<file path="src/logic/jtlb_pkg.sv">
// Shared widths, vector typedefs, operation codes and FSM states
// for the joint TLB storage subsystem
package jtlb_pkg;

  //============================================================
  // Field widths
  //============================================================
  // Set index is the low part of the VPN, tag the rest
  localparam int IDX_W  = 8;
  localparam int TAG_W  = 19;
  localparam int VPN_W  = IDX_W + TAG_W;
  // Low half carries the PPN, high half the attributes
  localparam int HALF_W = 42;
  localparam int DATA_W = 2 * HALF_W;

  typedef logic [VPN_W-1:0]  jtlb_vpn_t;
  typedef logic [IDX_W-1:0]  jtlb_idx_t;
  typedef logic [TAG_W-1:0]  jtlb_tag_t;
  typedef logic [HALF_W-1:0] jtlb_half_t;
  typedef logic [DATA_W-1:0] jtlb_data_t;

  //============================================================
  // Operations and FSM states
  //============================================================
  typedef enum logic [1:0] {
    OP_LOOKUP = 2'd0,
    OP_REFILL = 2'd1,
    OP_UPDATE = 2'd2,
    OP_FLUSH  = 2'd3
  } jtlb_op_t;

  typedef enum logic [2:0] {
    ST_IDLE,
    ST_READ,
    ST_CMP,
    ST_WRITE,
    ST_FLUSH
  } jtlb_state_t;

endpackage

</file>
<file path="src/logic/jtlb_index_cnt.sv">
`timescale 1ns/1ps
// Flush sweep index counter and round-robin refill victim pointer
module jtlb_index_cnt #(
  parameter int NUM_SETS = 256
) (
  input  logic                forever_cpuclk,
  input  logic                rst_n,
  input  logic                flush_start,
  input  logic                refill_done,
  output jtlb_pkg::jtlb_idx_t flush_idx,
  output logic                flush_last,
  output logic                victim_way
);

  localparam jtlb_pkg::jtlb_idx_t LAST_IDX = jtlb_pkg::jtlb_idx_t'(NUM_SETS - 1);

  logic flush_act;

  // Final set of the sweep
  assign flush_last = flush_act && (flush_idx == LAST_IDX);

  // Sweep starts at set 0 in the cycle after the start strobe
  always_ff @(posedge forever_cpuclk) begin
    if (!rst_n) begin
      flush_act <= 1'b0;
      flush_idx <= '0;
    end else if (flush_start) begin
      flush_act <= 1'b1;
      flush_idx <= '0;
    end else if (flush_act) begin
      flush_idx <= flush_idx + 1'b1;
      if (flush_last) begin
        flush_act <= 1'b0;
      end
    end
  end

  // One pointer for all sets, toggled per refill
  always_ff @(posedge forever_cpuclk) begin
    if (!rst_n) begin
      victim_way <= 1'b0;
    end else if (refill_done) begin
      victim_way <= !victim_way;
    end
  end

  // FSM must not restart a sweep that is still running
  a_no_restart: assert property (
    @(posedge forever_cpuclk) disable iff (!rst_n) flush_act |-> !flush_start)
    else $error("jtlb_index_cnt: flush restarted mid sweep");

endmodule

</file>
<file path="config.mk">
export PLATFORM = sky130hd
export DESIGN_NAME = jtlb_index_cnt
export DESIGN_NICKNAME = d
export VERILOG_FILES = /design/src/logic/jtlb_pkg.sv /design/src/logic/jtlb_index_cnt.sv
export SDC_FILE = /design/constraint.sdc
export NUM_CORES = 1
export LEC_CHECK = 0
export ABC_AREA = 1
export BUFFER_PORTS_ARGS = -buffer_cell sky130_fd_sc_hd__buf_2
export CORE_AREA = 2 2 39 41
export DETAILED_ROUTE_END_ITERATION = 6
export DIE_AREA = 0 0 41 43
export GPL_TIMING_DRIVEN = 0
export SETUP_SLACK_MARGIN = 0.2
export SLEW_MARGIN = 20
export SYNTH_ARGS = -nofsm -noshare
export SYNTH_HDL_FRONTEND = slang
export SYNTH_SLANG_ARGS = --single-unit
</file>
<file path="constraint.sdc">
create_clock -name forever_cpuclk -period 3.19 [get_ports forever_cpuclk]
set_input_delay 0.1595 -clock forever_cpuclk [delete_from_list [all_inputs] [get_ports forever_cpuclk]]
set_output_delay 0.1595 -clock forever_cpuclk [all_outputs]
set_load 0.005 [all_outputs]
</file>
Yosys cells after proc, flatten, opt, wreduce, memory -nomap -nowiden
Cells that the tools add are included.

cells by class
  equality and inequality tests = 1
  reductions and logical operators = 3
  add/sub/neg operators = 1
  multiplexer cells = 3
  bitwise operators = 1

operators with widths
  kind                                         number
  adder 8 x 1 -> 8 bit, second input constant  1
  equality test 8 bit, second input constant   1
  2-to-1 mux 1 bit                             3
  OR reduction 2 bit                           1
  logical AND 1 bit                            1
  zero test 1 bit                              1
  NOT 1 bit                                    1

storage, ports and cells
  input bits = 4
  output and inout bits = 10
  bits in registers = 10

Logic depth before layout (Yosys ltp)
Gate-level depths: netlist of the first run.

  depth in word-level cells = 5
  mapped depth = 7

Worst setup path after synthesis of the first run
OpenSTA, ideal clock, no wires.

  path kind = reg-to-output
  start = register flush_idx[0]
  end = output port flush_last
  arrival = 0.892 ns
  path buffers = 0
  stages on the path, launching flop included = 6
  slack = 2.138 ns
  cells stage by stage = dfxtp_1 -> ha_1 -> inv_1 -> nor2_1 -> nand2_1 -> nor2_1

between the ends
  longest elaborated chain between the ends = 2

ends and longest elaborated chain
  element                 line                  source
  start, declared         jtlb_index_cnt.sv:10  output jtlb_pkg::jtlb_idx_t flush_idx,
  start signal, assigned  jtlb_index_cnt.sv:31  flush_idx <= flush_idx + 1'b1;
  equality test 8 bit     jtlb_index_cnt.sv:20  assign flush_last = flush_act && (flush_idx == LAST_IDX);
  logical AND 1 bit       jtlb_index_cnt.sv:20
  end, declared           jtlb_index_cnt.sv:11  output logic flush_last,

Every way passes these cells.

Worst setup path in the final report of the first run
Same ends and word-level chain as after synthesis.

==> results of run 1 <==
final timing paths:
check	start	end	slack [ps]	cells past startpoint
setup / recovery	flush_idx[0]	flush_last	1700	6
hold / removal	refill_done	victim_way	130	3
setup reg to reg	flush_idx[0]	flush_idx[6]	2050	6
hold reg to reg	victim_way	victim_way	500	2
synth_stat cells (all sizes together):
| cell | count |
|---|---|
| nand2 | 21 |
| a21boi | 1 |
| nor2 | 11 |
| dfxtp | 10 |
| buf | 1 |
| o21ai | 2 |
| nor3 | 3 |
| a21oi | 6 |
| nand3 | 3 |
| nand4 | 2 |
| ha | 1 |
| inv | 10 |
metal layers:
layer	part of all wire	track usage
met1	0.51	0.192
met2	0.41	0.178
met3	0.050	0.0366
met4	0.035	0.100
met5	0	0
report_power, final:
group	switching, mW	internal (mW)	total (mW)
logic	0.00869	0.00629	0.0150
registers	0.00168	0.127	0.129
clock network	0.0424	0.0436	0.0860
area by class of cell:
type                            count  area share
Multi-Input combinational cell     50       0.405
Timing Repair Buffer               13       0.110
Inverter                           10      0.0633
Clock buffer                        3      0.0380
Buffer                              1      0.0127
Tap cell                           16      0.0338
Sequential cell                    10       0.338
critical path, delay by kind of cell, from the launching register on:
family / cells / cell delay [ps]
fa+ha+maj: 1 / 220
buf+inv: 2 / 180
flops: 1 / 400
simple gates: 3 / 260
kinds of logic (layout without fill, tap and decap cells):
group / count (synthesis) / after routing / synth area share
flops: 10 / 10 / 0.412
simple gates: 40 / 40 / 0.371
compound gates: 9 / 9 / 0.0979
fa+ha+maj: 1 / 1 / 0.0258
buf+inv: 11 / 27 / 0.0928
placed cells by master (no fill, tap or decap), types with 2 or more instances in the layout:
cell	n
a21oi_1	6
buf_2	13
clkbuf_4	3
dfxtp_1	10
inv_1	10
nand2_1	19
nand2_2	2
nand3_1	2
nand4_1	2
nor2_1	10
nor3_1	3
o21ai_0	2
registers in the layout, indices dropped and copies added, names as in the netlist:
register and cells:
flush_idx 8, victim_way 1, flush_act 1
==> flow_summary.toml, run 1 <==
[outcome]
status = "finished clean"

[placed_design]
post_dp_cell_area_um2 = 571
routabilityCongestion = 0.806
place_inst = 100
detailedPlace.worstSlack_ps = 1980
numPortBuffers = 13
half_perimeter_wire_length_after_placement_um = 697

[synthesis]
synthesis.yosys.warnings = 0
netlist_instances = 71
synth_nets = 76
yosys_register_bits = 10
synth.yosys.seq_area_share = 0.412
cell_types_occupying_the_most_area_after_synthesis = "dfxtp_1, nand2_1, inv_1, nor2_1, a21oi_1"
synth_top_area_cell = "dfxtp_1"
post_synthesis_instance_area_um2 = 485
yosys.area.top_type_share = 0.412
synth_cell_type_count = 15
syn_avg_cell_area_um2 = 6.84

[critical_path]
longest_individual_stage_delay_on_the_worst_path_ps = 400
cp-end-kind = "primary output"
crit_path_top_delay_cell = "dfxtp_1"
kind_of_start_point_of_the_critical_path = "flop"
worst_ep_arrival_time_ps = 1330
critPathMaxFanout = 5
path_class = "reg2out"
cpMostUsedCell = "nor2_1"
crit_chain = "ha_1 > inv_1 > nor2_1 > nand2_1 > nor2_1 > buf_2"
worstPathRequired_ps = 3030

[clock_tree]
ctsRootBufferMaster = "clkbuf_4"
clock_latency_ps = 260
post_cts_resize_count = 0
h_tree_depth = 1
post-cts-setup-buffers = 0
clock_sinks = 10
postCtsHoldBufs = 0
clk_path_buf_depth = 2
cts_tree = "yes"
cts_buffers = 3
clk_transition_reported_paths_ps = 60

[global_routing]
maximum_number_of_pins_on_one_net_before_global_route_repair = 11
first_global_vias = 396
global_route_wire_length_before_repair_um = 1630
grt-ovfl-total = 0
initial_antenna_violation_count = 0
combined_global_route_utilization_of_all_metal_layers = 0.139

[floorplan]
floorplan.io_pins = 14
core_region_um2 = 1380
die_height_um = 43
dieArea_um2 = 1760
placement_rows = 14
die_w_um = 41
initial_utilization = 0.351

[finish]
fin_util = 0.429
final-instance-count-excl-fill = 103
layout.nets = 94
design_area_um2 = 593
post_route_cells_drive_above_1_share = 0.241
multi_input_area_um2 = 240
seq_area_um2 = 200
number_of_antenna_diodes = 0
layout-area-overhead-vs-synth_pct = 22.2
fill_cell_count = 142

[power_and_ir_drop]
peakVddDrop_mv = 0.188
design_power_total_mw = 0.230
p_per_area_nw_per_um2 = 388
cellLeakagePower_nw = 0.273

[sta]
timing_worst_slew_pin_value_ps = 229
period_share = 0.466
relSlewSlack = 0.847
grt_setup_unrepaired = "false"
period_needed_ps = 1490
worst_clock_skew_ps = 0.467
max_clock_freq_ghz = 0.673
layout_setup_ws_ps = 1700
slew_viol_final = 0
hold_slack_ps = 126
timing.setup.tns_ps = 0
hold_violations = 0
timing.final.setup_violations = 0

[detailed_routing]
drcViolationCount = 0
drt-initial-drc-count = 6
routed_antenna_nets = 0
detail_route.wirelength_um = 958
route.detailed.vias_per_inst = 4.49
detailroute.via_count = 462
drt-wirelength-per-cell_um = 9.30
drt_pre_antenna_iters = 2

[flow_run]
drv_cap = 0

[worst_hold_path]
hp-class = "in2reg"
Power figures use the tool's default switching activity.
==> run 2, diff against run 1 <==
- clock period: 3.19 -> 1.3 ns (I/O delays scaled with it)
==> run 2 against run 1 <==
Hold slack lost 100 ps. Wire length grew 11%. Total power grew 150%. Via count grew 6.9%. Critical path type unchanged. Sequential share of layout area shrank 2.7 points. Utilization grew 4.9 points. Clock-buffer cell count is the same. Worst setup slack lost 1600 ps. Non-clock buffer count grew 5. Final area grew 11%. Die area is the same. Highest routed layer unchanged. Critical path depth is the same.
==> flow_summary.toml, run 2 (synthesis gave the netlist of run 1 again) <==
[detailed_routing]
drt-initial-drc-count = 5
detailroute.via_count = 494
drt-wirelength-per-cell_um = 9.83
routed_antenna_nets = 0
drt_pre_antenna_iters = 3
route.detailed.vias_per_inst = 4.57
drcViolationCount = 0
detail_route.wirelength_um = 1060

[power_and_ir_drop]
peakVddDrop_mv = 0.478
cellLeakagePower_nw = 0.299
design_power_total_mw = 0.575
p_per_area_nw_per_um2 = 870

[global_routing]
maximum_number_of_pins_on_one_net_before_global_route_repair = 11
global_route_wire_length_before_repair_um = 1680
combined_global_route_utilization_of_all_metal_layers = 0.143
first_global_vias = 412
initial_antenna_violation_count = 0
grt-ovfl-total = 0

[floorplan]
die_w_um = 41
floorplan.io_pins = 14
placement_rows = 14
die_height_um = 43
dieArea_um2 = 1760
initial_utilization = 0.351
core_region_um2 = 1380

[finish]
fill_cell_count = 143
registers.top_by_ff_count = "flush_idx"
largestRegisters = "flush_idx: 8 flops, flush_act: 1 flops, victim_way: 1 flops"
multi_input_area_um2 = 265
post_route_cells_drive_above_1_share = 0.380
final_common_cell = "nand2_1"
number_of_antenna_diodes = 0
flip_flop_count_of_the_largest_register_all_copies_and_words_added = 8
seq_area_um2 = 205
design_area_um2 = 661
layout.cells.most_common_list = "nand2_1, buf_2, inv_1"
layout-area-overhead-vs-synth_pct = 36.1
layout.nets = 99
final-instance-count-excl-fill = 108

[clock_tree]
clock_sinks = 10
h_tree_depth = 1
clk_transition_reported_paths_ps = 70
clk_path_buf_depth = 2
clock_latency_ps = 270
postCtsHoldBufs = 0
cts_tree = "yes"
cts_buffers = 3
ctsRootBufferMaster = "clkbuf_4"

[critical_path]
critical_path.reg2reg.endpoint = "flush_idx[7]"
worst_r2r_startpoint = "flush_idx[1]"
worstRegToRegCells = 7
cp-end-kind = "primary output"
path_class = "reg2out"
worst_ep_arrival_time_ps = 1140
reg2reg_setup_slack_ps = 230
worstPathRequired_ps = 1240
critPathMaxFanout = 2
kind_of_start_point_of_the_critical_path = "flop"

[placed_design]
half_perimeter_wire_length_after_placement_um = 697
post_dp_cell_area_um2 = 571
detailedPlace.worstSlack_ps = 167
numPortBuffers = 13
routabilityCongestion = 0.806
place_inst = 100

[worst_hold_path]
min_to = "victim_way"
hold_path_startpoint = "refill_done"
hp-class = "in2reg"
worst_hold_path.num_cells = 3

[sta]
timing_worst_slew_pin_value_ps = 193
hold_violations = 0
slew_viol_final = 0
relSlewSlack = 0.871
worst_clock_skew_ps = 4.73
grt_setup_unrepaired = "true"
period_share = 0.931
period_needed_ps = 1210
max_clock_freq_ghz = 0.827
timing.final.setup_violations = 0
layout_setup_ws_ps = 90.1
timing.setup.tns_ps = 0

[flow_run]
drv_cap = 0

[outcome]
status = "finished clean"
run 2: worst max-delay path by stage:
stage               cells past startpoint  slack [ps]    startpoint      endpoint
floorplan                               6         250  flush_idx[0]  flush_idx[6]
global placement                        6         190  flush_idx[0]  flush_idx[6]
detailed placement                      6         170  flush_idx[0]  flush_idx[6]
CTS                                     6          50  flush_idx[1]    flush_last
global route                            5          30  flush_idx[5]    flush_last
finish                                  6          90  flush_idx[0]    flush_last
run 2: critical path, stage by stage (launching register included):
cell and delay (ps):
dfxtp_2 350, ha_4 140, inv_2 40, nor2_2 70
nand2_1 80, nor2_1 80, buf_2 110
run 2: metrics by stage:
step	utilization	hold WS (ps)
floorplan	-	185
global placement	0.412	300
detailed placement	0.412	308
CTS	0.462	30.0
global route	0.477	55.5
finish	0.477	25.3
run 2: cell type report:
type,count,area share
tap,16,0.0303
sequential,10,0.311
buffer,1,0.0114
multi-input combinational,50,0.402
clock buffer,3,0.0341
inverter,10,0.0568
timing repair buffer,18,0.155
run 2: metal layers:
| metal | up-vias | routed length (µm) | track usage |
|---|---|---|---|
| met5 | - | 0 | 0 |
| met4 | 0 | 48 | 0.100 |
| met3 | 7 | 53 | 0.0366 |
| met2 | 13 | 439 | 0.191 |
| met1 | 205 | 520 | 0.192 |
| li1 | 269 | - | - |
run 2: what timing repair did:
item	4_1_cts	5_1_grt
setup endpoints to repair	4	5
gates resized for setup	6	5
pin swaps	4	5
buffers inserted	4	1
run 2: where the power goes:
part           total [mW]  switching, mW  leakage, nW  internal [mW]
registers           0.317        0.00364       0.0833          0.313
clock network       0.216          0.109       0.0138          0.107
logic              0.0420         0.0234        0.202         0.0186
total               0.575          0.136        0.299          0.439
==> run 3, diff against run 2 <==
- GPL_TIMING_DRIVEN: 0 -> 1
==> run 3 against run 2 <==
Non-clock buffer count stayed put. Largest cell class unchanged. Clock skew is 0.63 ps lower. Largest power group unchanged. Global-route usage is 0.86 points higher. Maximum frequency is 1.5% lower. Sequential share of layout area is 0.61 points lower. Die area stayed put. Utilization is 2.4 points higher.
==> flow_summary.toml, run 3 (synthesis gave the netlist of run 1 again) <==
[floorplan]
initial_utilization = 0.351
dieArea_um2 = 1760
core_region_um2 = 1380
floorplan.io_pins = 14
die_w_um = 41
die_height_um = 43
placement_rows = 14

[detailed_routing]
drt-initial-drc-count = 8
detail_route.wirelength_um = 1100
routed_antenna_nets = 0
route.detailed.vias_per_inst = 4.57
detailroute.via_count = 494
drcViolationCount = 0
drt_pre_antenna_iters = 4
drt-wirelength-per-cell_um = 10.2

[finish]
fill_cell_count = 139
post_route_cells_drive_above_1_share = 0.457
layout-area-overhead-vs-synth_pct = 43.0
number_of_antenna_diodes = 0
fin_util = 0.502
layout.cells.most_common_list = "nand2_1, buf_2, inv_1"
registers.top_by_ff_count = "flush_idx"
flip_flop_count_of_the_largest_register_all_copies_and_words_added = 8
layout.nets = 99
largestRegisters = "flush_idx: 8 flops, flush_act: 1 flops, victim_way: 1 flops"
final_common_cell = "nand2_1"

[sta]
slew_viol_final = 0
hold_slack_ps = 46.2
timing_worst_slew_pin_value_ps = 202
period_needed_ps = 1230
timing.final.setup_violations = 0
timing.setup.tns_ps = 0
layout_setup_ws_ps = 71.3
max_clock_freq_ghz = 0.814
hold_violations = 0
worst_clock_skew_ps = 4.10
period_share = 0.945
grt_setup_unrepaired = "true"
relSlewSlack = 0.865

[critical_path]
reg2reg_setup_slack_ps = 120
kind_of_start_point_of_the_critical_path = "flop"
critical_path.endpoint = "flush_last"
startpoint = "flush_idx[1]"
cp-end-kind = "primary output"
critPathMaxFanout = 4
worstRegToRegCells = 7
worstPathRequired_ps = 1240
path_class = "reg2out"
worst_ep_arrival_time_ps = 1160
critical_path.reg2reg.endpoint = "flush_idx[4]"
worst_r2r_startpoint = "flush_idx[0]"

[outcome]
status = "finished clean"

[clock_tree]
h_tree_depth = 1
clock_sinks = 10
ctsRootBufferMaster = "clkbuf_4"
postCtsHoldBufs = 0
cts_tree = "yes"
cts_buffers = 3
clock_latency_ps = 260
clk_transition_reported_paths_ps = 60
clk_path_buf_depth = 2

[placed_design]
half_perimeter_wire_length_after_placement_um = 731
numPortBuffers = 13
detailedPlace.worstSlack_ps = 168
routabilityCongestion = 0.723

[global_routing]
combined_global_route_utilization_of_all_metal_layers = 0.152
grt-ovfl-total = 0
global_route_wire_length_before_repair_um = 1760
first_global_vias = 426
maximum_number_of_pins_on_one_net_before_global_route_repair = 8
initial_antenna_violation_count = 0

[power_and_ir_drop]
design_power_total_mw = 0.556
cellLeakagePower_nw = 0.300
p_per_area_nw_per_um2 = 800
peakVddDrop_mv = 0.626

[worst_hold_path]
hp-class = "in2reg"

[flow_run]
drv_cap = 0
run 3: where the power goes:
part	switching [mW]	internal, mW	leakage (nW)	total, mW
Clock	0.0952	0.106	0.0138	0.202
Sequential	0.00862	0.311	0.0840	0.319
Combinational	0.0182	0.0165	0.203	0.0347
Total	0.122	0.434	0.300	0.556
run 3: metrics by stage:
step / std cells / area, µm²
finish: 108 / 694
global route: 108 / 694
CTS: 107 / 647
detailed placement: 100 / 571
global placement: 100 / 571
floorplan: 71 / 485
run 3: metal layers:
metal / vias to the layer above / GRT usage / wire, µm
met5: - / 0 / 0
met4: 0 / 0.0800 / 0
met3: 0 / 0.0628 / 59
met2: 14 / 0.203 / 571
met1: 212 / 0.200 / 471
li1: 268 / - / -
run 3: cell type report:
type                            count  area, µm²  share of cell area
Sequential cell                    10        211               0.305
Multi-Input combinational cell     50        289               0.416
Inverter                           10       37.5              0.0541
Tap cell                           16       20.0              0.0288
Timing Repair Buffer               19        114               0.164
Clock buffer                        3       22.5              0.0324
run 3: worst min path at each step:
stage / start / depth (start not counted) / end / slack, ps
floorplan: rst_n / 2 / victim_way / 190
finish: rst_n / 3 / victim_way / 50
global route: refill_done / 3 / victim_way / 70
detailed placement: refill_done / 3 / victim_way / 320
CTS: rst_n / 3 / victim_way / 40
global placement: refill_done / 3 / victim_way / 300
run 3: worst max-delay path: stages (launching register included):
cell     delay [ps]
dfxtp_4         370
ha_4            140
inv_2            40
nor2_2           90
nand2_2          70
nor2_1           90
buf_2           110
run 3: timing repair:
action / CTS / global route
resized for setup: 9 / 14
setup buffers: 4 / 1
pin swaps: 4 / 7
endpoints found under the setup margin: 4 / 6
