### src/logic/jtlb_pkg.sv
// Shared widths, vector typedefs, operation codes and FSM states
// for the joint TLB storage subsystem
package jtlb_pkg;

  //============================================================
  // Field widths
  //============================================================
  // Set index is the low part of the VPN, tag the rest
  localparam int IDX_W  = 8;
  localparam int TAG_W  = 19;
  localparam int VPN_W  = IDX_W + TAG_W;
  // Low half carries the PPN, high half the attributes
  localparam int HALF_W = 42;
  localparam int DATA_W = 2 * HALF_W;

  typedef logic [VPN_W-1:0]  jtlb_vpn_t;
  typedef logic [IDX_W-1:0]  jtlb_idx_t;
  typedef logic [TAG_W-1:0]  jtlb_tag_t;
  typedef logic [HALF_W-1:0] jtlb_half_t;
  typedef logic [DATA_W-1:0] jtlb_data_t;

  //============================================================
  // Operations and FSM states
  //============================================================
  typedef enum logic [1:0] {
    OP_LOOKUP = 2'd0,
    OP_REFILL = 2'd1,
    OP_UPDATE = 2'd2,
    OP_FLUSH  = 2'd3
  } jtlb_op_t;

  typedef enum logic [2:0] {
    ST_IDLE,
    ST_READ,
    ST_CMP,
    ST_WRITE,
    ST_FLUSH
  } jtlb_state_t;

endpackage

### src/logic/jtlb_ctrl_fsm.sv
`timescale 1ns/1ps
// TLB operation FSM with tag compare, array control
// and response generation
module jtlb_ctrl_fsm (
  input  logic                 forever_cpuclk,
  input  logic                 rst_n,
  // Request side
  input  logic                 req_vld,
  input  jtlb_pkg::jtlb_op_t   req_op,
  input  jtlb_pkg::jtlb_vpn_t  req_vpn,
  input  jtlb_pkg::jtlb_data_t req_data,
  output logic                 busy,
  output logic                 resp_vld,
  output logic                 resp_hit,
  output logic                 resp_way,
  output jtlb_pkg::jtlb_data_t resp_data,
  // Tag array
  output logic                 tag_cen,
  output logic [1:0]           tag_wen,
  output logic                 tag_clr,
  output jtlb_pkg::jtlb_idx_t  tag_idx,
  output jtlb_pkg::jtlb_tag_t  tag_din,
  input  jtlb_pkg::jtlb_tag_t  tag_dout0,
  input  jtlb_pkg::jtlb_tag_t  tag_dout1,
  input  logic                 vld0,
  input  logic                 vld1,
  // Data array
  output logic                 data_cen0,
  output logic                 data_cen1,
  output logic [3:0]           data_wen,
  output jtlb_pkg::jtlb_idx_t  data_idx,
  output jtlb_pkg::jtlb_data_t data_din,
  input  jtlb_pkg::jtlb_data_t data_dout0,
  input  jtlb_pkg::jtlb_data_t data_dout1,
  // Index counter
  output logic                 flush_start,
  output logic                 refill_done,
  input  jtlb_pkg::jtlb_idx_t  flush_idx,
  input  logic                 flush_last,
  input  logic                 victim_way
);

  jtlb_pkg::jtlb_state_t state;
  jtlb_pkg::jtlb_state_t state_nxt;
  jtlb_pkg::jtlb_op_t    op_q;
  jtlb_pkg::jtlb_vpn_t   vpn_q;
  jtlb_pkg::jtlb_data_t  data_q;
  jtlb_pkg::jtlb_half_t  hit_lo_q;
  logic                  hit_way_q;
  logic                  req_accept;
  logic                  is_refill;
  logic                  is_update;
  logic                  hit0;
  logic                  hit1;
  logic                  hit;
  logic                  wr_way;
  logic [1:0]            half_wen;

  //============================================================
  // Request capture and state
  //============================================================
  assign busy       = (state != jtlb_pkg::ST_IDLE);
  assign req_accept = req_vld && !busy;
  assign is_refill  = (op_q == jtlb_pkg::OP_REFILL);
  assign is_update  = (op_q == jtlb_pkg::OP_UPDATE);

  always_ff @(posedge forever_cpuclk) begin
    if (!rst_n) begin
      state <= jtlb_pkg::ST_IDLE;
      op_q  <= jtlb_pkg::OP_LOOKUP;
    end else begin
      state <= state_nxt;
      if (req_accept) begin
        op_q <= req_op;
      end
    end
  end

  // Request payload
  always_ff @(posedge forever_cpuclk) begin
    if (req_accept) begin
      vpn_q  <= req_vpn;
      data_q <= req_data;
    end
  end

  // Hit way and its PPN half, kept for the update write cycle
  always_ff @(posedge forever_cpuclk) begin
    if (state == jtlb_pkg::ST_CMP) begin
      hit_way_q <= !hit0;
      hit_lo_q  <= hit0 ? data_dout0[jtlb_pkg::HALF_W-1:0]
                        : data_dout1[jtlb_pkg::HALF_W-1:0];
    end
  end

  always_comb begin
    state_nxt = state;
    case (state)
      jtlb_pkg::ST_IDLE: begin
        if (req_accept) begin
          case (req_op)
            jtlb_pkg::OP_REFILL: state_nxt = jtlb_pkg::ST_WRITE;
            jtlb_pkg::OP_FLUSH:  state_nxt = jtlb_pkg::ST_FLUSH;
            default:             state_nxt = jtlb_pkg::ST_READ;
          endcase
        end
      end
      jtlb_pkg::ST_READ:  state_nxt = jtlb_pkg::ST_CMP;
      // Only an update that hits goes on to write
      jtlb_pkg::ST_CMP:   state_nxt = (is_update && hit) ? jtlb_pkg::ST_WRITE
                                                         : jtlb_pkg::ST_IDLE;
      jtlb_pkg::ST_WRITE: state_nxt = jtlb_pkg::ST_IDLE;
      jtlb_pkg::ST_FLUSH: begin
        if (flush_last) begin
          state_nxt = jtlb_pkg::ST_IDLE;
        end
      end
      default:            state_nxt = jtlb_pkg::ST_IDLE;
    endcase
  end

  //============================================================
  // Tag compare
  //============================================================
  // Way 0 wins when both ways match
  assign hit0 = vld0 && (tag_dout0 == vpn_q[jtlb_pkg::VPN_W-1:jtlb_pkg::IDX_W]);
  assign hit1 = vld1 && (tag_dout1 == vpn_q[jtlb_pkg::VPN_W-1:jtlb_pkg::IDX_W]);
  assign hit  = hit0 | hit1;

  //============================================================
  // Array and counter control
  //============================================================
  // Refill targets the victim, update the way that hit
  assign wr_way   = is_refill ? victim_way : hit_way_q;
  assign half_wen = is_refill ? 2'b11 : 2'b10;

  assign tag_cen  = (state == jtlb_pkg::ST_READ) ||
                    ((state == jtlb_pkg::ST_WRITE) && is_refill);
  assign tag_wen  = ((state == jtlb_pkg::ST_WRITE) && is_refill) ?
                    {victim_way, !victim_way} : 2'b00;
  assign tag_clr  = (state == jtlb_pkg::ST_FLUSH);
  // Sweep index replaces the request index during flush
  assign tag_idx  = tag_clr ? flush_idx : vpn_q[jtlb_pkg::IDX_W-1:0];
  assign tag_din  = vpn_q[jtlb_pkg::VPN_W-1:jtlb_pkg::IDX_W];

  assign data_cen0 = (state == jtlb_pkg::ST_READ) ||
                     ((state == jtlb_pkg::ST_WRITE) && !wr_way);
  assign data_cen1 = (state == jtlb_pkg::ST_READ) ||
                     ((state == jtlb_pkg::ST_WRITE) && wr_way);
  assign data_wen  = (state != jtlb_pkg::ST_WRITE) ? 4'b0000 :
                     wr_way ? {half_wen, 2'b00} : {2'b00, half_wen};
  assign data_idx  = vpn_q[jtlb_pkg::IDX_W-1:0];
  assign data_din  = data_q;

  assign flush_start = req_accept && (req_op == jtlb_pkg::OP_FLUSH);
  assign refill_done = (state == jtlb_pkg::ST_WRITE) && is_refill;

  //============================================================
  // Response
  //============================================================
  always_comb begin
    resp_vld  = 1'b0;
    resp_hit  = 1'b0;
    resp_way  = 1'b0;
    resp_data = '0;
    case (state)
      jtlb_pkg::ST_CMP: begin
        // Update hit answers one cycle later, after its write
        resp_vld = !(is_update && hit);
        if (!is_update && hit) begin
          resp_hit  = 1'b1;
          resp_way  = !hit0;
          resp_data = hit0 ? data_dout0 : data_dout1;
        end
      end
      jtlb_pkg::ST_WRITE: begin
        resp_vld = 1'b1;
        resp_way = wr_way;
        // Entry as it now stands: new attributes, old PPN
        if (is_update) begin
          resp_hit  = 1'b1;
          resp_data = {data_q[jtlb_pkg::DATA_W-1:jtlb_pkg::HALF_W], hit_lo_q};
        end
      end
      jtlb_pkg::ST_FLUSH: resp_vld = flush_last;
      default: ;
    endcase
  end

  a_no_req_busy: assert property (
    @(posedge forever_cpuclk) disable iff (!rst_n) busy |-> !req_vld)
    else $error("jtlb_ctrl_fsm: request raised while busy");
  a_hit_vld: assert property (
    @(posedge forever_cpuclk) disable iff (!rst_n) resp_hit |-> resp_vld)
    else $error("jtlb_ctrl_fsm: hit without response valid");

endmodule

### config.mk
export PLATFORM = sky130hd
export DESIGN_NAME = jtlb_ctrl_fsm
export DESIGN_NICKNAME = d
export VERILOG_FILES = /design/src/logic/jtlb_pkg.sv /design/src/logic/jtlb_ctrl_fsm.sv
export SDC_FILE = /design/constraint.sdc
export NUM_CORES = 1
export LEC_CHECK = 0
export ABC_AREA = 1
export BUFFER_PORTS_ARGS = -buffer_cell sky130_fd_sc_hd__buf_4
export CAP_MARGIN = 20
export CORE_AREA = 2 2 217 219
export CTS_CLUSTER_DIAMETER = 60
export DETAILED_ROUTE_END_ITERATION = 8
export DIE_AREA = 0 0 219 221
export PLACE_DENSITY = 0.43
export SLEW_MARGIN = 15
export SYNTH_ARGS = -nofsm -noshare
export SYNTH_HDL_FRONTEND = slang
export SYNTH_SLANG_ARGS = --single-unit
### constraint.sdc
create_clock -name forever_cpuclk -period 11 [get_ports forever_cpuclk]
set_input_delay 0.55 -clock forever_cpuclk [delete_from_list [all_inputs] [get_ports forever_cpuclk]]
set_output_delay 0.55 -clock forever_cpuclk [all_outputs]
set_load 0.01 [all_outputs]
=== After elaboration in Yosys (flattened, before gate mapping) ===
Index checks and enable logic that the tools add are counted.

* Shifts and indexed selects: 0
* $lt $le $gt $ge: 0
* Bitwise operators: 1
* Equality and inequality tests: 13
* Add/subtract/negate cells: 0
* Div/mod/pow operators: 0
* Multiply operators: 0
* Reduce and logical (&&, ||, !) cells: 21
* Multiplexer cells: 22

{| class="wikitable"
|+ Operator list
! operator !! count
|-
| 84-bit two-way mux || 3
|-
| 84-bit case mux with 2 select lines || 1
|-
| 42-bit two-way mux || 1
|-
| 19-bit == test || 2
|-
| 3-bit case mux with 4 select lines || 1
|-
| 1-bit logical AND || 9
|-
| 4-bit two-way mux || 2
|-
| 8-bit two-way mux || 1
|-
| 3-bit by 2-bit == test with 1-bit output (second input constant) || 2
|-
| 1-bit zero test || 6
|-
| 3-bit two-way mux || 2
|-
| 3-bit case mux with 2 select lines || 1
|-
| 1-bit two-way mux || 5
|-
| 2-bit by 1-bit == test with 1-bit output (second input constant) || 2
|-
| 2-bit == test (second input constant) || 2
|-
| 2-bit two-way mux || 2
|-
| 1-bit case mux with 2 select lines || 2
|-
| 3-bit by 1-bit == test with 1-bit output (second input constant) || 1
|-
| 3-bit == test (second input constant) || 1
|-
| 3-bit zero test || 1
|-
| 1-bit logical OR || 3
|-
| 3-bit by 2-bit != test with 1-bit output (second input constant) || 1
|-
| 1-bit case mux with 3 select lines || 1
|-
| 3-bit nonzero test || 1
|-
| 4 further kinds || 4
|}

* Logic and storage cells: 63
* Bits in writable memories: 0
* Bits in registers: 159
* Input bits: 334
* Memories: 0
* Output and inout bits: 219
* Bits in latches: 0
* Bits in read-only memories: 0

=== Depth between registers and ports, before layout ===
* Depth in word-level cells: 6
* Mapped depth: 13
* Gate-level depth less buffers: 11

=== Worst setup path before layout ===
No wires, ideal clock.

* Path kind: register -> output
* Start point: register state[2]
* End point: output flush_start
* Cell stages (with the launch flop): 6
* Required time: 10.450 ns
* Data arrival time: 6.157 ns
* Buffers on the path: 0
* Setup slack: 4.293 ns
* Cell sequence: dfxtp_1 nor2_1 nand2_1 nor2_1 inv_1 nor2_1

* Longest elaborated chain between the ends: 4

{| class="wikitable"
|+ Ends and longest elaborated chain
! item !! line !! RTL
|-
| from (decl) || jtlb_ctrl_fsm.sv:43 || <nowiki>jtlb_pkg::jtlb_state_t state;</nowiki>
|-
| from (signal assigned) || jtlb_ctrl_fsm.sv:69 || <nowiki>state <= jtlb_pkg::ST_IDLE;</nowiki>
|-
| from (signal assigned) || jtlb_ctrl_fsm.sv:72 || <nowiki>state <= state_nxt;</nowiki>
|-
| 3-bit nonzero test || jtlb_ctrl_fsm.sv:62 || <nowiki>assign busy = (state != jtlb_pkg::ST_IDLE);</nowiki>
|-
| net busy || jtlb_ctrl_fsm.sv:12 || <nowiki>output logic busy,</nowiki>
|-
| 1-bit zero test || jtlb_ctrl_fsm.sv:63 || <nowiki>assign req_accept = req_vld && !busy;</nowiki>
|-
| 1-bit logical AND || jtlb_ctrl_fsm.sv:63 ||
|-
| net req_accept || jtlb_ctrl_fsm.sv:50 || <nowiki>logic req_accept;</nowiki>
|-
| 1-bit logical AND || jtlb_ctrl_fsm.sv:155 || <nowiki>assign flush_start = req_accept && (req_op == jtlb_pkg::OP_FLUSH);</nowiki>
|-
| to (decl) || jtlb_ctrl_fsm.sv:36 || <nowiki>output logic flush_start,</nowiki>
|}

The timed path passes the listed nets, and every way through them passes these cells.

=== Worst setup path in the final report ===
* Start point: register vpn_q[24]
* End point: output resp_data[16]

* Longest elaborated chain between the ends: 6
* Elaborated cells on any way between the ends: 9
* Classes of those cells: eq/ne: 2; mux: 3; bitwise: 1; reduce/logical: 3

{| class="wikitable"
|+ Ends and longest elaborated chain
! item !! line !! RTL
|-
| from (decl) || jtlb_ctrl_fsm.sv:46 || <nowiki>jtlb_pkg::jtlb_vpn_t vpn_q;</nowiki>
|-
| from (signal assigned) || jtlb_ctrl_fsm.sv:82 || <nowiki>vpn_q <= req_vpn;</nowiki>
|-
| 19-bit == test, on equally long branches || jtlb_ctrl_fsm.sv:126, jtlb_ctrl_fsm.sv:127 ||
|-
| 1-bit logical AND, on equally long branches || jtlb_ctrl_fsm.sv:126, jtlb_ctrl_fsm.sv:127 ||
|-
| 1-bit bitwise OR || jtlb_ctrl_fsm.sv:128 || <nowiki>assign hit = hit0 | hit1;</nowiki>
|-
| 1-bit logical AND || jtlb_ctrl_fsm.sv:170 || <nowiki>if (!is_update && hit) begin</nowiki>
|-
| 84-bit two-way mux * || jtlb_ctrl_fsm.sv:170 ||
|-
| 84-bit case mux with 2 select lines * || jtlb_ctrl_fsm.sv:166 || <nowiki>case (state)</nowiki>
|-
| to (decl) || jtlb_ctrl_fsm.sv:16 || <nowiki>output jtlb_pkg::jtlb_data_t resp_data,</nowiki>
|}

Mark *: on every way between the ends. The rest lies on a longest branch, timed or not.

==> run metrics <==
Core Area 46,100 um2; type of origin of the critical path flop; worst hold endpoint data_din[74]$_DFFE_PP_; Final Cell Area 14,200 um2; Async SR Flop Fraction 0%; adder-cell share of the synthesized area 0%; first-pass GRT wire length 60.5 mm; Max Fanout on Critical Path 87; maximum clock path buffer count 2; max_cap viols 0; CP arrival 3.68 ns; Hold Crit Class in -> reg; worst reg2reg path depth 12; PortBufs 552; Final Non-Filler Cells 2,300; Clock Skew 0.00874 ns; Worst Path Required 10.45 ns; Setup WS post-layout 6.77 ns; Final Total Pwr 0.00166 W; Final Hold Viols 0; synthesis-to-finish area growth 59.9%; register area share after synthesis 53.3%; #FFs+latches synth 159; reg2reg end hit_lo_q[4]$_DFFE_PP_; status finished, final reports clean; Slew Limit Fails 0; Area contributors post-synth edfxtp_1 (52%), nand2_1 (22%), inv_1 (7.8%); layout cell share with drive strength beyond 1 36.7%; most used cell, CP nand2_1; nets 2,011; DRC Markers 0; post-synth top area share 52.2%; worst vdd ir 0.101 mV; hold_sp req_data[74]; Power Density 117 nW/um2; CP cell instances inv_2 -> nand2_1 -> nand2_1 -> nor2_1 -> nand2_1 -> nor2_1 -> nand3_4 -> buf_4 -> inv_2 -> nand2_1 -> nand2_1 -> o21ai_1 -> buf_4; Post-synth top cells nand2_1 (513), inv_1 (184), edfxtp_1 (154); Main synth FF type edfxtp_1; dpl cells 2,265; H-tree lvl count 4; area leader, netlist edfxtp_1; main combinational cell family by area after synthesis simple AND/OR/NAND/NOR gates; worst r2r src vpn_q[24]$_DFFE_PP_; drt pass-1 iters 5; Post-synth EDFFs 154; Final ANT Viol Nets 0; vias in the first global route 9,603; initial antenna violation count 5; multiplexer share of the synthesized area 0%; CTS tree done; Simple-Gate Fraction of Synth Area 31.4%; number of DRC markers in iteration 0 413; Netlist cell types 26; Finish-stage setup viols 0; register-to-register path setup slack 7.94 ns; YS warnings 0; syn_area_per_cell 7.75 um2; CTS root buffer clkbuf_16; initial core utilization 19.2%; clock transition at the registers of the reported paths 0.08 ns; syn_nets 1,476; Post-Place Worst Slack 7.17 ns; Overall Global Routing Usage 17.1%; hpwl dp 32.0 mm; Routability Congestion 0.902; Slowest Stage Delay on Critical Path 0.80 ns; clock latency on the worst-skew pair 0.48 ns; Top Ports 553; crit share post-route 38.5%; drt via density 4.08; Total Wirelength 41.8 mm; Setup Fix Bufs, Post-CTS 0; Post-Synth XOR/XNOR Area 0.297%; FILL cells 5,104; Crit. End Element output port; clk sinks 159; largest net degree at the start of global routing 88; placed cell area 13,600 um2; cell with the most instances after synthesis nand2_1; Vert. Die Dim 221 um; unrepaired setup endpoints after global routing false; Post-CTS Hold Buffers 0; slew at the pin closest to its max-slew limit 1.09 ns; die area 48,400 um2; Rows 79; gate count of the mapped netlist 1,142; CTS buffer count 17; mapped cell area 8860 um2; total gr overflow 0; maximum achievable frequency 236 MHz; Worst Hold Depth 1; Crit Path Class reg -> out; Chip Width 219 um; Static Leak 7.39 nW; relative slew slack 27.4%; setup TNS 0 ns; Compound-Gate Fraction of Synth Area 3.48%; post-cts sizing count 0; Critical Path Slowest Stage Cell buf_4; Wirelength per Cell 18.2 um; fin crit period 4.23 ns; vias 9,393
## placed cells by master, fill, tap and decap left out, types with 3 or more instances in the layout
cell type / netlist / final
o21ai_1: 43 / 43
clkinv_4: 0 / 4
nor2_1: 52 / 50
inv_1: 184 / 183
clkbuf_16: 0 / 17
inv_2: 14 / 15
nand2_1: 513 / 513
nor2_4: 2 / 5
diode_2: 0 / 3
buf_4: 1 / 562
xnor2_1: 3 / 3
edfxtp_1: 154 / 154
inv_6: 0 / 4
o21ai_0: 7 / 7
clkinvlp_4: 0 / 3
dfxtp_1: 5 / 5
a21oi_1: 5 / 5
nand2_2: 3 / 3
nand3_1: 50 / 50
nand4_1: 49 / 49
## state kept, by name, summed over array words and instances (netlist names)
signal / count
data_din: 84
vpn_q: 27
hit_way_q: 1
hit_lo_q: 42
op_q: 2
state: 3
## kinds of logic (layout without fill, tap and decap cells)
group / after synthesis / after routing
buf+inv: 246 / 794
compound gates: 58 / 58
flops: 159 / 159
simple gates: 676 / 676
xor+xnor: 3 / 3
other cells: 0 / 3
## through the flow
stage	hold slack [ns]	util, %
after global routing	0.190	30.7
after global placement	0.487	29.5
after detailed placement	0.493	29.6
after CTS	0.187	30.7
final	0.239	30.7
after floorplan	0.454	-
## per-layer routing
metal  up-vias  share of wire (%)  GRT usage (%)
met3        45                8.8           6.69
met2       375                 49           28.5
li1       4659                  -              -
met1      4310                 40           19.7
met4         4                2.3           6.39
met5         -              0.072              0
## worst max-delay path: cells and delay by family, from the launching register on
family / cells / cell delay, ns
flip-flops: 1 / 0.51
buffers and inverters: 4 / 1.69
AO/OA/AOI/OAI: 1 / 0.16
AND/OR/NAND/NOR: 8 / 0.78
## where the power goes
| part | leakage, nW | switching, W | total [W] | internal [W] |
|---|---|---|---|---|
| registers | 1.49 | 0.0000265 | 0.000753 | 0.000726 |
| clock network | 0.255 | 0.000286 | 0.000579 | 0.000293 |
| logic | 5.64 | 0.000171 | 0.000328 | 0.000157 |
| total | 7.39 | 0.000484 | 0.00166 | 0.00118 |
## worst max-delay path by stage
stage,startpoint,end,cells past startpoint
2_1_floorplan,state[2]$_SDFFE_PN0P_,flush_start,5
3_3_place_gp,tag_dout0[18],resp_data[2],14
3_5_place_dp,tag_dout0[18],resp_data[16],14
4_1_cts,vpn_q[24]$_DFFE_PP_,resp_data[16],13
5_1_grt,vpn_q[24]$_DFFE_PP_,resp_data[11],13
6_report,vpn_q[24]$_DFFE_PP_,resp_data[16],13
## area by class of cell
class | count | area [um2] | area share [%]
Timing Repair Buffer | 563 | 4240 | 29.9
Multi-Input combinational cell | 737 | 3140 | 22.2
Clock inverter | 13 | 108 | 0.760
Clock buffer | 19 | 433 | 3.06
Sequential cell | 159 | 4720 | 33.4
Tap cell | 607 | 759 | 5.36
Antenna cell | 3 | 7.51 | 0.0530
Inverter | 199 | 747 | 5.28
No activity file was read; power rests on OpenSTA's default activity.
